File: src/design/lc3b_isa_pkg.sv
`default_nettype none

package lc3b_isa_pkg;

    localparam int WORD_W   = 16;  // data and address width
    localparam int REG_W    = 3;   // register index width
    localparam int NUM_REGS = 8;

    // opcodes of the supported subset
    localparam logic [3:0] OP_BR  = 4'b0000;
    localparam logic [3:0] OP_ADD = 4'b0001;
    localparam logic [3:0] OP_AND = 4'b0101;
    localparam logic [3:0] OP_NOT = 4'b1001;
    localparam logic [3:0] OP_STR = 4'b0111;

    // One instruction word seen two ways. ADD, AND and NOT use the operate
    // view, BR and STR the offset view. offset9 of a BR is {base, offset6}.
    typedef union packed {
        struct packed {
            logic [3:0]       opcode;
            logic [REG_W-1:0] dest;
            logic [REG_W-1:0] src1;
            logic             imm_flag;  // 1 selects imm5
            logic [4:0]       tail;      // src2 in [2:0] or imm5
        } op;
        struct packed {
            logic [3:0]       opcode;
            logic [REG_W-1:0] nzp;       // branch mask or store source
            logic [REG_W-1:0] base;
            logic [5:0]       offset6;
        } off;
    } lc3b_instr_t;

endpackage

`default_nettype wire

File: src/design/lc3b_core_pkg.sv
`default_nettype none

package lc3b_core_pkg;

    localparam logic [15:0] RESET_PC = 16'h3000;  // first fetch address
    localparam int          CNT_W    = 16;        // perf counter width

    // ALU operation codes, decode to execute
    localparam logic [1:0] ALU_ADD  = 2'b00;
    localparam logic [1:0] ALU_AND  = 2'b01;
    localparam logic [1:0] ALU_NOT  = 2'b10;
    localparam logic [1:0] ALU_PASS = 2'b11;  // operand b straight through

    localparam logic [2:0] CC_RESET = 3'b010;  // Z

endpackage

`default_nettype wire

File: src/design/regfile.sv
`default_nettype none

module regfile
    import lc3b_isa_pkg::*;
(
    input  logic              clk,
    input  logic              rst,
    input  logic              wr_en,
    input  logic [REG_W-1:0]  wr_dest,
    input  logic [WORD_W-1:0] wr_data,
    input  logic [REG_W-1:0]  rd_idx_a,
    input  logic [REG_W-1:0]  rd_idx_b,
    output logic [WORD_W-1:0] rd_val_a,
    output logic [WORD_W-1:0] rd_val_b
);

    logic [WORD_W-1:0] regs [NUM_REGS];

    always_ff @(posedge clk)
    begin
        if (rst)
        begin
            for (int i = 0; i < NUM_REGS; i++)
                regs[i] <= '0;
        end
        else if (wr_en)
            regs[wr_dest] <= wr_data;
    end

    // write-through, covers a producer two slots ahead
    assign rd_val_a = (wr_en && wr_dest == rd_idx_a) ? wr_data : regs[rd_idx_a];
    assign rd_val_b = (wr_en && wr_dest == rd_idx_b) ? wr_data : regs[rd_idx_b];

    wr_en_known: assert property (@(posedge clk) disable iff (rst) !$isunknown(wr_en));

endmodule

`default_nettype wire

File: src/design/fetch_unit.sv
`default_nettype none

module fetch_unit
    import lc3b_isa_pkg::*, lc3b_core_pkg::*;
(
    input  logic              clk,
    input  logic              rst,
    input  logic              redirect,
    input  logic [WORD_W-1:0] redirect_pc,
    input  logic [WORD_W-1:0] instr_rdata,
    output logic [WORD_W-1:0] instr_address,
    output logic              id_valid,
    output logic [WORD_W-1:0] id_ir,
    output logic [WORD_W-1:0] id_pc_next
);

    logic [WORD_W-1:0] pc;
    logic [WORD_W-1:0] pc_plus2;

    assign pc_plus2      = pc + WORD_W'(2);
    assign instr_address = pc;  // ROM answers in the same cycle

    always_ff @(posedge clk)
    begin
        if (rst)
            pc <= RESET_PC;
        else if (redirect)
            pc <= redirect_pc;  // taken branch from execute
        else
            pc <= pc_plus2;
    end

    always_ff @(posedge clk)
    begin
        if (rst || redirect)
            id_valid <= 1'b0;  // word fetched now is on the wrong path
        else
            id_valid <= 1'b1;
    end

    always_ff @(posedge clk)
    begin
        if (!redirect)
        begin
            id_ir      <= instr_rdata;
            id_pc_next <= pc_plus2;
        end
    end

    flush_clears_decode: assert property (@(posedge clk) disable iff (rst)
        redirect |=> !id_valid);

endmodule

`default_nettype wire

File: src/design/decode_unit.sv
`default_nettype none

module decode_unit
    import lc3b_isa_pkg::*, lc3b_core_pkg::*;
(
    input  logic              clk,
    input  logic              rst,
    input  logic              flush,
    input  logic              id_valid,
    input  logic [WORD_W-1:0] id_ir,
    input  logic [WORD_W-1:0] id_pc_next,
    input  logic              wb_valid,
    input  logic [REG_W-1:0]  wb_dest,
    input  logic [WORD_W-1:0] wb_data,
    output logic              ex_valid,
    output logic [1:0]        ex_alu_op,
    output logic              ex_is_branch,
    output logic              ex_is_store,
    output logic              ex_writes_reg,
    output logic              ex_sets_cc,
    output logic [REG_W-1:0]  ex_dest,
    output logic [REG_W-1:0]  ex_src1_idx,
    output logic [REG_W-1:0]  ex_src2_idx,
    output logic [WORD_W-1:0] ex_src1_val,
    output logic [WORD_W-1:0] ex_src2_val,
    output logic              ex_use_imm,
    output logic [WORD_W-1:0] ex_imm,
    output logic [2:0]        ex_nzp,
    output logic [WORD_W-1:0] ex_pc_next
);

    lc3b_instr_t       instr;
    logic [WORD_W-1:0] imm5_sext;
    logic [WORD_W-1:0] off6_adj;
    logic [WORD_W-1:0] off9_adj;
    logic [8:0]        off9;
    logic [1:0]        dec_alu_op;
    logic              dec_is_branch;
    logic              dec_is_store;
    logic              dec_writes_reg;
    logic              dec_sets_cc;
    logic              dec_use_imm;
    logic [REG_W-1:0]  dec_src1;
    logic [REG_W-1:0]  dec_src2;
    logic [WORD_W-1:0] dec_imm;
    logic [WORD_W-1:0] src1_val;
    logic [WORD_W-1:0] src2_val;

    assign instr     = id_ir;
    assign off9      = {instr.off.base, instr.off.offset6};
    assign imm5_sext = {{(WORD_W-5){instr.op.tail[4]}}, instr.op.tail};
    assign off6_adj  = {{(WORD_W-7){instr.off.offset6[5]}}, instr.off.offset6, 1'b0};
    assign off9_adj  = {{(WORD_W-10){off9[8]}}, off9, 1'b0};

    always_comb
    begin
        dec_alu_op     = ALU_PASS;
        dec_is_branch  = 1'b0;
        dec_is_store   = 1'b0;
        dec_writes_reg = 1'b0;
        dec_sets_cc    = 1'b0;
        dec_use_imm    = 1'b0;
        dec_src1       = instr.op.src1;  // same bits as the STR base
        dec_src2       = instr.op.tail[REG_W-1:0];
        dec_imm        = imm5_sext;
        case (instr.op.opcode)
            OP_ADD, OP_AND:
            begin
                dec_alu_op     = (instr.op.opcode == OP_ADD) ? ALU_ADD : ALU_AND;
                dec_writes_reg = 1'b1;
                dec_sets_cc    = 1'b1;
                dec_use_imm    = instr.op.imm_flag;
            end
            OP_NOT:
            begin
                dec_alu_op     = ALU_NOT;
                dec_writes_reg = 1'b1;
                dec_sets_cc    = 1'b1;
            end
            OP_BR:
            begin
                dec_is_branch = |instr.off.nzp;  // nzp 000 is a NOP
                dec_imm       = off9_adj;
            end
            OP_STR:
            begin
                dec_is_store = 1'b1;
                dec_src2     = instr.off.nzp;  // store source on port b
                dec_imm      = off6_adj;
            end
            default: ;  // unknown opcode retires as a NOP
        endcase
    end

    regfile regfile_inst (
        .clk(clk), .rst(rst),
        .wr_en(wb_valid), .wr_dest(wb_dest), .wr_data(wb_data),
        .rd_idx_a(dec_src1), .rd_idx_b(dec_src2),
        .rd_val_a(src1_val), .rd_val_b(src2_val)
    );

    always_ff @(posedge clk)
    begin
        if (rst || flush || !id_valid)
        begin
            ex_valid      <= 1'b0;  // bubble
            ex_is_branch  <= 1'b0;
            ex_is_store   <= 1'b0;
            ex_writes_reg <= 1'b0;
            ex_sets_cc    <= 1'b0;
        end
        else
        begin
            ex_valid      <= 1'b1;
            ex_is_branch  <= dec_is_branch;
            ex_is_store   <= dec_is_store;
            ex_writes_reg <= dec_writes_reg;
            ex_sets_cc    <= dec_sets_cc;
        end
        ex_alu_op   <= dec_alu_op;
        ex_dest     <= instr.op.dest;
        ex_src1_idx <= dec_src1;
        ex_src2_idx <= dec_src2;
        ex_src1_val <= src1_val;
        ex_src2_val <= src2_val;
        ex_use_imm  <= dec_use_imm;
        ex_imm      <= dec_imm;
        ex_nzp      <= instr.off.nzp;
        ex_pc_next  <= id_pc_next;
    end

endmodule

`default_nettype wire

File: src/design/execute_unit.sv
`default_nettype none

module execute_unit
    import lc3b_isa_pkg::*, lc3b_core_pkg::*;
(
    input  logic              clk,
    input  logic              rst,
    input  logic              ex_valid,
    input  logic [1:0]        ex_alu_op,
    input  logic              ex_is_branch,
    input  logic              ex_is_store,
    input  logic              ex_writes_reg,
    input  logic              ex_sets_cc,
    input  logic [REG_W-1:0]  ex_dest,
    input  logic [REG_W-1:0]  ex_src1_idx,
    input  logic [REG_W-1:0]  ex_src2_idx,
    input  logic [WORD_W-1:0] ex_src1_val,
    input  logic [WORD_W-1:0] ex_src2_val,
    input  logic              ex_use_imm,
    input  logic [WORD_W-1:0] ex_imm,
    input  logic [2:0]        ex_nzp,
    input  logic [WORD_W-1:0] ex_pc_next,
    output logic              redirect,
    output logic [WORD_W-1:0] redirect_pc,
    output logic              wb_valid,
    output logic [REG_W-1:0]  wb_dest,
    output logic [WORD_W-1:0] wb_data,
    output logic              mem_write,
    output logic [WORD_W-1:0] mem_address,
    output logic [WORD_W-1:0] mem_wdata,
    output logic              wb_retire,
    output logic              ex_branch
);

    logic [WORD_W-1:0] opnd_a;
    logic [WORD_W-1:0] src2_fwd;
    logic [WORD_W-1:0] opnd_b;
    logic [WORD_W-1:0] alu_out;
    logic [WORD_W-1:0] store_addr;
    logic [2:0]        gen_cc;
    logic [2:0]        cc;

    // only the writeback register can be newer than the regfile read
    assign opnd_a   = (wb_valid && wb_dest == ex_src1_idx) ? wb_data : ex_src1_val;
    assign src2_fwd = (wb_valid && wb_dest == ex_src2_idx) ? wb_data : ex_src2_val;
    assign opnd_b   = ex_use_imm ? ex_imm : src2_fwd;

    always_comb
    begin
        case (ex_alu_op)
            ALU_ADD: alu_out = opnd_a + opnd_b;
            ALU_AND: alu_out = opnd_a & opnd_b;
            ALU_NOT: alu_out = ~opnd_a;
            default: alu_out = opnd_b;  // store data for STR
        endcase
    end

    always_comb
    begin
        if (alu_out[WORD_W-1])
            gen_cc = 3'b100;
        else if (alu_out == '0)
            gen_cc = 3'b010;
        else
            gen_cc = 3'b001;
    end

    always_ff @(posedge clk)
    begin
        if (rst)
            cc <= CC_RESET;
        else if (ex_valid && ex_sets_cc)
            cc <= gen_cc;  // visible to a branch right behind
    end

    // predicted not taken, so only a taken branch redirects
    assign ex_branch   = ex_valid && ex_is_branch;
    assign redirect    = ex_branch && |(ex_nzp & cc);
    assign redirect_pc = ex_pc_next + ex_imm;
    assign store_addr  = opnd_a + ex_imm;  // base + offset6 << 1

    always_ff @(posedge clk)
    begin
        if (rst)
        begin
            wb_valid  <= 1'b0;
            wb_retire <= 1'b0;
            mem_write <= 1'b0;
        end
        else
        begin
            wb_valid  <= ex_valid && ex_writes_reg;
            wb_retire <= ex_valid;  // NOPs retire too
            mem_write <= ex_valid && ex_is_store;
        end
        wb_dest     <= ex_dest;
        wb_data     <= alu_out;
        mem_address <= store_addr;
        mem_wdata   <= alu_out;
    end

    store_or_reg_write: assert property (@(posedge clk) disable iff (rst)
        !(mem_write && wb_valid));

endmodule

`default_nettype wire

File: src/design/perf_counters.sv
`default_nettype none

module perf_counters
    import lc3b_core_pkg::*;
(
    input  logic             clk,
    input  logic             rst,
    input  logic             wb_retire,
    input  logic             ex_branch,
    output logic [CNT_W-1:0] instr_count,
    output logic [CNT_W-1:0] branch_count
);

    always_ff @(posedge clk)
    begin
        if (rst)
            instr_count <= '0;
        else if (wb_retire)
            instr_count <= instr_count + 1'b1;  // wraps
    end

    // counts executed branches, taken or not
    always_ff @(posedge clk)
    begin
        if (rst)
            branch_count <= '0;
        else if (ex_branch)
            branch_count <= branch_count + 1'b1;
    end

endmodule

`default_nettype wire

File: src/design/lc3b_core.sv
`default_nettype none

module lc3b_core
    import lc3b_isa_pkg::*, lc3b_core_pkg::*;
(
    input  logic              clk,
    input  logic              rst,
    output logic [WORD_W-1:0] instr_address,
    input  logic [WORD_W-1:0] instr_rdata,
    output logic              mem_write,
    output logic [WORD_W-1:0] mem_address,
    output logic [WORD_W-1:0] mem_wdata,
    output logic [CNT_W-1:0]  instr_count,
    output logic [CNT_W-1:0]  branch_count
);

    logic              id_valid;
    logic [WORD_W-1:0] id_ir;
    logic [WORD_W-1:0] id_pc_next;
    logic              ex_valid;
    logic [1:0]        ex_alu_op;
    logic              ex_is_branch;
    logic              ex_is_store;
    logic              ex_writes_reg;
    logic              ex_sets_cc;
    logic [REG_W-1:0]  ex_dest;
    logic [REG_W-1:0]  ex_src1_idx;
    logic [REG_W-1:0]  ex_src2_idx;
    logic [WORD_W-1:0] ex_src1_val;
    logic [WORD_W-1:0] ex_src2_val;
    logic              ex_use_imm;
    logic [WORD_W-1:0] ex_imm;
    logic [2:0]        ex_nzp;
    logic [WORD_W-1:0] ex_pc_next;
    logic              redirect;
    logic [WORD_W-1:0] redirect_pc;
    logic              wb_valid;
    logic [REG_W-1:0]  wb_dest;
    logic [WORD_W-1:0] wb_data;
    logic              wb_retire;
    logic              ex_branch;

    fetch_unit fetch_unit_inst (
        .clk(clk), .rst(rst),
        .redirect(redirect), .redirect_pc(redirect_pc),
        .instr_rdata(instr_rdata), .instr_address(instr_address),
        .id_valid(id_valid), .id_ir(id_ir), .id_pc_next(id_pc_next)
    );

    // a taken branch also squashes the word in decode
    decode_unit decode_unit_inst (
        .clk(clk), .rst(rst), .flush(redirect),
        .id_valid(id_valid), .id_ir(id_ir), .id_pc_next(id_pc_next),
        .wb_valid(wb_valid), .wb_dest(wb_dest), .wb_data(wb_data),
        .ex_valid(ex_valid), .ex_alu_op(ex_alu_op),
        .ex_is_branch(ex_is_branch), .ex_is_store(ex_is_store),
        .ex_writes_reg(ex_writes_reg), .ex_sets_cc(ex_sets_cc),
        .ex_dest(ex_dest), .ex_src1_idx(ex_src1_idx), .ex_src2_idx(ex_src2_idx),
        .ex_src1_val(ex_src1_val), .ex_src2_val(ex_src2_val),
        .ex_use_imm(ex_use_imm), .ex_imm(ex_imm), .ex_nzp(ex_nzp),
        .ex_pc_next(ex_pc_next)
    );

    execute_unit execute_unit_inst (
        .clk(clk), .rst(rst),
        .ex_valid(ex_valid), .ex_alu_op(ex_alu_op),
        .ex_is_branch(ex_is_branch), .ex_is_store(ex_is_store),
        .ex_writes_reg(ex_writes_reg), .ex_sets_cc(ex_sets_cc),
        .ex_dest(ex_dest), .ex_src1_idx(ex_src1_idx), .ex_src2_idx(ex_src2_idx),
        .ex_src1_val(ex_src1_val), .ex_src2_val(ex_src2_val),
        .ex_use_imm(ex_use_imm), .ex_imm(ex_imm), .ex_nzp(ex_nzp),
        .ex_pc_next(ex_pc_next),
        .redirect(redirect), .redirect_pc(redirect_pc),
        .wb_valid(wb_valid), .wb_dest(wb_dest), .wb_data(wb_data),
        .mem_write(mem_write), .mem_address(mem_address), .mem_wdata(mem_wdata),
        .wb_retire(wb_retire), .ex_branch(ex_branch)
    );

    perf_counters perf_counters_inst (
        .clk(clk), .rst(rst),
        .wb_retire(wb_retire), .ex_branch(ex_branch),
        .instr_count(instr_count), .branch_count(branch_count)
    );

endmodule

`default_nettype wire

File: config.mk
export PLATFORM = sky130hd
export DESIGN_NAME = lc3b_core
export DESIGN_NICKNAME = d
export VERILOG_FILES = /design/src/design/lc3b_isa_pkg.sv /design/src/design/lc3b_core_pkg.sv /design/src/design/regfile.sv /design/src/design/fetch_unit.sv /design/src/design/decode_unit.sv /design/src/design/execute_unit.sv /design/src/design/perf_counters.sv /design/src/design/lc3b_core.sv
export SDC_FILE = /design/constraint.sdc
export NUM_CORES = 1
export LEC_CHECK = 0
export ABC_AREA = 0
export BUFFER_PORTS_ARGS = -buffer_cell sky130_fd_sc_hd__buf_2
export CAP_MARGIN = 20
export CORE_ASPECT_RATIO = 1.5
export CORE_MARGIN = 2
export CORE_UTILIZATION = 55
export CTS_BUF_LIST = sky130_fd_sc_hd__clkbuf_4 sky130_fd_sc_hd__clkbuf_8
export DETAILED_ROUTE_END_ITERATION = 7
export PLACE_DENSITY = 0.73
export SYNTH_ARGS = -nofsm -noshare
export SYNTH_HDL_FRONTEND = slang
export SYNTH_SLANG_ARGS = --single-unit
export TNS_END_PERCENT = 100
File: constraint.sdc
create_clock -name clk -period 6.83 [get_ports clk]
set_input_delay 1.366 -clock clk [delete_from_list [all_inputs] [get_ports clk]]
set_output_delay 1.366 -clock clk [all_outputs]
set_load 0.005 [all_outputs]
==> impl_summary.log, run 1 <==
INFO  metric worst_skew_pair.late_latency = 590 ps
INFO  metric min-delay-path-class = flip-flop to flip-flop
INFO  metric netlist_top_cells_area = edfxtp_1, dfxtp_1, nand2_1
INFO  metric status = finished clean
INFO  metric registers.top_by_ff_count = decode_unit_inst.regfile_inst.regs
INFO  metric first_global_vias = 12351
INFO  metric postSynthNetCount = 1688
INFO  metric worst_setup_hold_path_clk_slew = 70 ps
INFO  metric finalSetupTns = 0 ps
INFO  metric worst_setup_path_end_kind = flip-flop
INFO  metric synth-seq-area-share = 49.5%
INFO  metric grt_pass1_wl = 67.8 mm
INFO  metric fillerInstances = 2442
INFO  metric worst_slack = 1250 ps
INFO  metric synth.ff_latch_count = 327
INFO  metric layout-drive-gt1-share = 16.6%
INFO  metric core.rowCount = 77
INFO  metric syn_inst = 1620
INFO  metric area_used_by_multi_input_combinational_logic = 7770 sq um
INFO  metric required_worst_endpoint = 7310 ps
INFO  metric total_leakage_power = 7.40 nW
INFO  metric fp.coreArea = 29500 sq um
INFO  metric cts_tree = yes
INFO  metric post-synth-top-area-cell = edfxtp_1
INFO  metric nets = 1764
INFO  metric critical_path_peak_fanout = 19
INFO  metric grt_setup_unrepaired = false
INFO  metric insertedDiodeCount = 0
INFO  metric chipHeight = 216 um
INFO  metric final-setup-viol-count = 0
INFO  metric max_freq = 0.179 GHz
INFO  metric postCtsHoldBufs = 0
INFO  metric gp_congestion = 1.00
INFO  metric cp_slowest_cell = dfxtp_1
INFO  metric cts-root-buf = clkbuf_8
INFO  metric drt_drc_violations_left = 0
INFO  metric synth.yosys.warnings = 0
INFO  metric chipWidth = 145 um
INFO  metric post_layout_total_power = 4.66 mW
INFO  metric path_class = flip-flop to flip-flop
INFO  metric power.density_cell_area = 254 nW/um^2
INFO  metric gr-usage-all-layers = 27.5%
INFO  metric min_period = 5580 ps
INFO  metric syn_avg_cell_area = 10.2 sq um
INFO  metric critical_path.top_delay_family = simple AND/OR/NAND/NOR gates
INFO  metric detailedRoute.firstPassIterationCount = 5
INFO  metric maximum_number_of_pins_on_one_net_before_global_route_repair = 66
INFO  metric place.detailed.hpwl = 29.9 mm
INFO  metric area_growth_syn_to_layout = 11.3%
INFO  metric placement.io_buffers = 98
INFO  metric yosys-top-cells-count = nand2_1, dfxtp_1, edfxtp_1
INFO  metric dr_total_vias = 12601
INFO  metric hold_viol = 0
INFO  metric worst_margin_slew = 996 ps
INFO  metric startpoint_type_of_the_worst_setup_path = flip-flop
INFO  metric synth.cell_area = 16500 sq um
INFO  metric drt-total-wl = 43.5 mm
INFO  metric post-cts-setup-buffers = 0
INFO  metric placedInstanceArea = 17300 sq um
INFO  metric maximum_root_to_sink_buffer_count = 3
INFO  metric final-instance-count-excl-fill = 2129
INFO  metric viasPerCell = 5.92
INFO  metric crit_chain = xor2_2 -> nor4_2 -> buf_4 -> mux2i_1 -> o21ai_0 -> ha_1 -> fa_1 -> maj3_1 -> a21oi_1 -> xor2_1 -> a21oi_1 -> or4_1 -> or4_1 -> or4_1 -> a211o_1
INFO  metric worstPathArrival = 6060 ps
INFO  metric unique_cell_type_count_in_the_yosys_netlist = 75
INFO  metric ant_nets_after_route = 0
INFO  metric post-synth-top-count-cell = nand2_1
INFO  metric globalRouteOverflowTotal = 0
INFO  metric worst_slew_margin_rel = 33.3%
INFO  metric start_util = 55.8%
INFO  metric max_stage_delay = 820 ps
INFO  metric floorplan.die_area = 31300 sq um
INFO  metric seq_area = 8150 sq um
INFO  metric wl_per_cell = 20.4 um
INFO  metric finalCritPeriodShare = 81.7%
INFO  metric cts-htree-levels = 2
INFO  metric tritoncts.num_buffers = 48
INFO  metric dpl.cell_count = 2041
INFO  metric drtIter0Drc = 1124
INFO  metric critPathMostFrequentCell = or4_1
INFO  metric postLayoutCellArea = 18300 sq um
INFO  metric timing.clock.skew = 27.2 ps
INFO  metric ios = 99
INFO  metric synth.top_cell.area_share = 29.2%
INFO  metric synth-edff-count = 160
INFO  metric timing.critical_path.buf_inv = 1
INFO  metric largest_reg_flops = 128
INFO  metric grt_antenna_before_repair = 0
INFO  metric finalMaxSlewViolations = 0
INFO  metric maxCapViolCount = 0
INFO  metric clock_sinks = 327
INFO  metric synthArstFlopShare = 0%
INFO  metric synth-main-ff-cell = dfxtp_1
INFO  metric dp_worst_setup_slack = 1340 ps
INFO  metric cts.repair.resized = 0
INFO  metric vdd_drop_max = 161 uV
-- cells by family after synthesis --
group | count (synthesis) | share of synthesized area, %
compound gates | 258 | 10.7
simple gates | 661 | 19.4
buf+inv | 151 | 3.60
mux | 83 | 7.82
flops | 327 | 49.5
fa+ha+maj | 52 | 4.07
xor+xnor | 88 | 4.89
-- stage by stage --
| stage | hold slack [ps] | utilization, % |
|---|---|---|
| floorplan | 323 | - |
| global placement | 326 | 58.7 |
| detailed placement | 327 | 58.7 |
| CTS | 342 | 62.1 |
| global route | 347 | 62.1 |
| finish | 341 | 62.1 |
-- final timing paths --
path	start	depth (start not counted)	slack, ps	to
worst max-delay path	execute_unit_inst.wb_dest[0]	15	1250	execute_unit_inst.cc[0]
worst min-delay path	fetch_unit_inst.id_pc_next[15]	0	340	decode_unit_inst.ex_pc_next[15]
worst max register to register	execute_unit_inst.wb_dest[0]	15	1250	execute_unit_inst.cc[0]
worst min register to register	fetch_unit_inst.id_pc_next[15]	0	340	decode_unit_inst.ex_pc_next[15]
-- layout by cell type, fill, tap and decap left out, types with 12 or more instances in the layout --
cell type,Yosys,layout
nand2_1,231,231
nor3_1,57,55
xor2_1,35,35
a31oi_1,22,21
a211oi_1,15,15
buf_4,4,26
nor2_1,105,105
clkbuf_8,0,58
mux4_2,34,34
nand3_1,67,67
nor2b_1,13,13
buf_2,3,98
xnor2_1,50,50
a311oi_1,26,26
a21oi_1,67,67
o21ai_0,50,44
clkbuf_4,0,15
inv_1,44,43
a21o_1,15,15
mux2i_1,34,31
nor4_1,14,12
and2_1,93,93
mux2_2,13,13
edfxtp_1,160,160
ha_1,47,47
dfxtp_1,167,166
and3_1,30,30
-- routing by layer --
layer  vias up  track usage [%]  part of all wire (%)
li1       5975                -                     -
met1      6014             32.3                    38
met2       496             49.5                    51
met3       116             3.66                   6.0
met4         0             13.4                   4.7
met5         -                0                     0
-- area by class of cell --
cell class / count / share of cell area [%]
repair buffers: 124 / 3.74
clock inverters: 15 / 0.567
inverters: 53 / 1.09
flip-flops and latches: 327 / 44.5
well taps: 395 / 2.70
clock buffers: 73 / 4.97
multi-input cells: 1142 / 42.4
-- report_power, final --
part / internal (mW) / leakage (nW) / total, mW / switching (mW)
clock: 0.894 / 0.552 / 1.66 / 0.765
sequential: 2.17 / 3.06 / 2.29 / 0.118
combinational: 0.292 / 3.80 / 0.709 / 0.417
Power figures use the tool's default switching activity.
==> run 2, diff against run 1 <==
- clock period: 6.83 -> 5.35 ns (I/O delays scaled with it)
==> run 2 against run 1 <==
Non-clock buffer count up 10. Worst setup slack worse by 970 ps. Critical path depth down 1. Sequential share of layout area down 0.39 points. Routed wire length up 0.94%. Core utilization up 0.55 points. Register-to-register slack worse by 970 ps. Clock-buffer cell count up 3. Via count up 0.39%. Critical path type unchanged. Largest cell class unchanged.
==> impl_summary.log, run 2 (synthesis gave the netlist of run 1 again) <==
INFO  metric status = finished clean
INFO  metric registers.top_by_ff_count = decode_unit_inst.regfile_inst.regs
INFO  metric area_growth_syn_to_layout = 12.3%
INFO  metric detailedRoute.firstPassIterationCount = 5
INFO  metric post_layout_total_power = 6.10 mW
INFO  metric timing.clock.skew = 24.2 ps
INFO  metric maximum_number_of_pins_on_one_net_before_global_route_repair = 66
INFO  metric grt_setup_unrepaired = false
INFO  metric cts-root-buf = clkbuf_8
INFO  metric seq_area = 8150 sq um
INFO  metric worst_margin_slew = 1070 ps
INFO  metric min-delay-path-class = flip-flop to flip-flop
INFO  metric critical_path_peak_fanout = 9
INFO  metric placement.io_buffers = 98
INFO  metric worst_hold_path.num_cells = 0
INFO  metric core.rowCount = 77
INFO  metric floorplan.die_area = 31300 sq um
INFO  metric cts.repair.resized = 0
INFO  metric hold_viol = 0
INFO  metric grt_most_used_layer = met2
INFO  metric viasPerCell = 5.90
INFO  metric finalCritPeriodShare = 94.8%
INFO  metric power.density_cell_area = 330 nW/um^2
INFO  metric layout.cells.most_common_list = nand2_1, dfxtp_1, edfxtp_1, nor2_1, buf_2
INFO  metric r2r-start = execute_unit_inst.wb_dest[2]
INFO  metric largest_reg_flops = 128
INFO  metric groute.layer.met2.usage = 50.5%
INFO  metric first_global_vias = 12378
INFO  metric start_util = 55.8%
INFO  metric reg2reg_depth = 14
INFO  metric postCtsHoldBufs = 0
INFO  metric area_used_by_multi_input_combinational_logic = 7770 sq um
INFO  metric chipWidth = 145 um
INFO  metric worst_setup_path_end_kind = flip-flop
INFO  metric wl_per_cell = 20.5 um
INFO  metric insertedDiodeCount = 0
INFO  metric critical_path.reg2reg.endpoint = execute_unit_inst.cc[0]
INFO  metric worst_setup_hold_path_clk_slew = 70 ps
INFO  metric clock_sinks = 327
INFO  metric maxCapViolCount = 0
INFO  metric holdPathEnd = decode_unit_inst.ex_pc_next[12]
INFO  metric min_period = 5070 ps
INFO  metric drtIter0Drc = 1020
INFO  metric max_freq = 0.197 GHz
INFO  metric ios = 99
INFO  metric most_common_library_cell_in_the_layout_ignoring_fill_and_taps = nand2_1
INFO  metric reg2reg_slack = 280 ps
INFO  metric fillerInstances = 2435
INFO  metric gp_congestion = 0.957
INFO  metric met1_global_route_usage = 32.0%
INFO  metric post-cts-setup-buffers = 0
INFO  metric final-setup-viol-count = 0
INFO  metric global_route.usage.met3 = 3.97%
INFO  metric chipHeight = 216 um
INFO  metric worstPathArrival = 5570 ps
INFO  metric path_class = flip-flop to flip-flop
INFO  metric place.detailed.hpwl = 30.2 mm
INFO  metric vdd_drop_max = 181 uV
INFO  metric drt-total-wl = 43.9 mm
INFO  metric required_worst_endpoint = 5840 ps
INFO  metric holdCritStartpoint = fetch_unit_inst.id_pc_next[12]
INFO  metric tritoncts.num_buffers = 50
INFO  metric dr_total_vias = 12650
INFO  metric nets = 1776
INFO  metric startpoint_type_of_the_worst_setup_path = flip-flop
INFO  metric ant_nets_after_route = 0
INFO  metric cts_tree = yes
INFO  metric grt_antenna_before_repair = 0
INFO  metric finalSetupTns = 0 ps
INFO  metric worst_slew_margin_rel = 28.4%
INFO  metric finalMaxSlewViolations = 0
INFO  metric total_leakage_power = 7.49 nW
INFO  metric maximum_root_to_sink_buffer_count = 3
INFO  metric fp.coreArea = 29500 sq um
INFO  metric drt_drc_violations_left = 0
INFO  metric cts-htree-levels = 2
INFO  metric grt_pass1_wl = 68.2 mm
INFO  metric final_core_util = 62.7%
INFO  metric gr-usage-all-layers = 27.8%
INFO  metric globalRouteOverflowTotal = 0
INFO  metric layout-drive-gt1-share = 17.1%
INFO  metric worst_skew_pair.late_latency = 610 ps
run 2: where the power goes:
group	total, mW	switching (mW)	internal, mW
clock network	2.26	0.989	1.27
logic	0.928	0.550	0.378
registers	2.91	0.139	2.78
run 2: cell type report:
type	count	share of cell area, %
Sequential cell	327	44.1
Clock buffer	76	5.09
Tap cell	395	2.68
Inverter	53	1.08
Multi-Input combinational cell	1142	42.0
Timing Repair Buffer	134	4.12
Clock inverter	17	0.901
run 2: critical path: stages, from the launching register on:
cell	delay [ps]
dfxtp_1	540
xor2_4	180
nor4_2	450
mux2i_1	230
o21ai_0	120
ha_1	250
fa_1	440
maj3_1	400
a21oi_1	320
xor2_1	180
a21oi_1	90
or4_1	590
or4_1	420
or4_1	500
a211o_1	270
run 2: layer usage:
metal	vias up	wire length [um]
li1	6005	-
met1	6097	16900
met2	421	22500
met3	127	2310
met4	0	2160
met5	-	0
run 2: worst max-delay path by stage:
stage                                       startpoint                       to  slack, ps
after floorplan           execute_unit_inst.wb_dest[2]  execute_unit_inst.cc[0]        660
after global placement    execute_unit_inst.wb_dest[2]  execute_unit_inst.cc[0]        360
after detailed placement  execute_unit_inst.wb_dest[2]  execute_unit_inst.cc[0]        300
after CTS                 execute_unit_inst.wb_dest[2]  execute_unit_inst.cc[0]        290
after global routing      execute_unit_inst.wb_dest[2]  execute_unit_inst.cc[0]          7
final                     execute_unit_inst.wb_dest[2]  execute_unit_inst.cc[0]        280
run 2: through the flow:
| stage | instances | hold WS, ps | instance area (sq um) | worst slack [ps] |
|---|---|---|---|---|
| final | 2144 | 334 | 18500 | 277 |
| after global routing | 2144 | 344 | 18500 | 7.09 |
| after CTS | 2144 | 340 | 18500 | 291 |
| after detailed placement | 2051 | 327 | 17400 | 300 |
| after global placement | 2051 | 325 | 17400 | 364 |
| after floorplan | 1620 | 323 | 16500 | 655 |
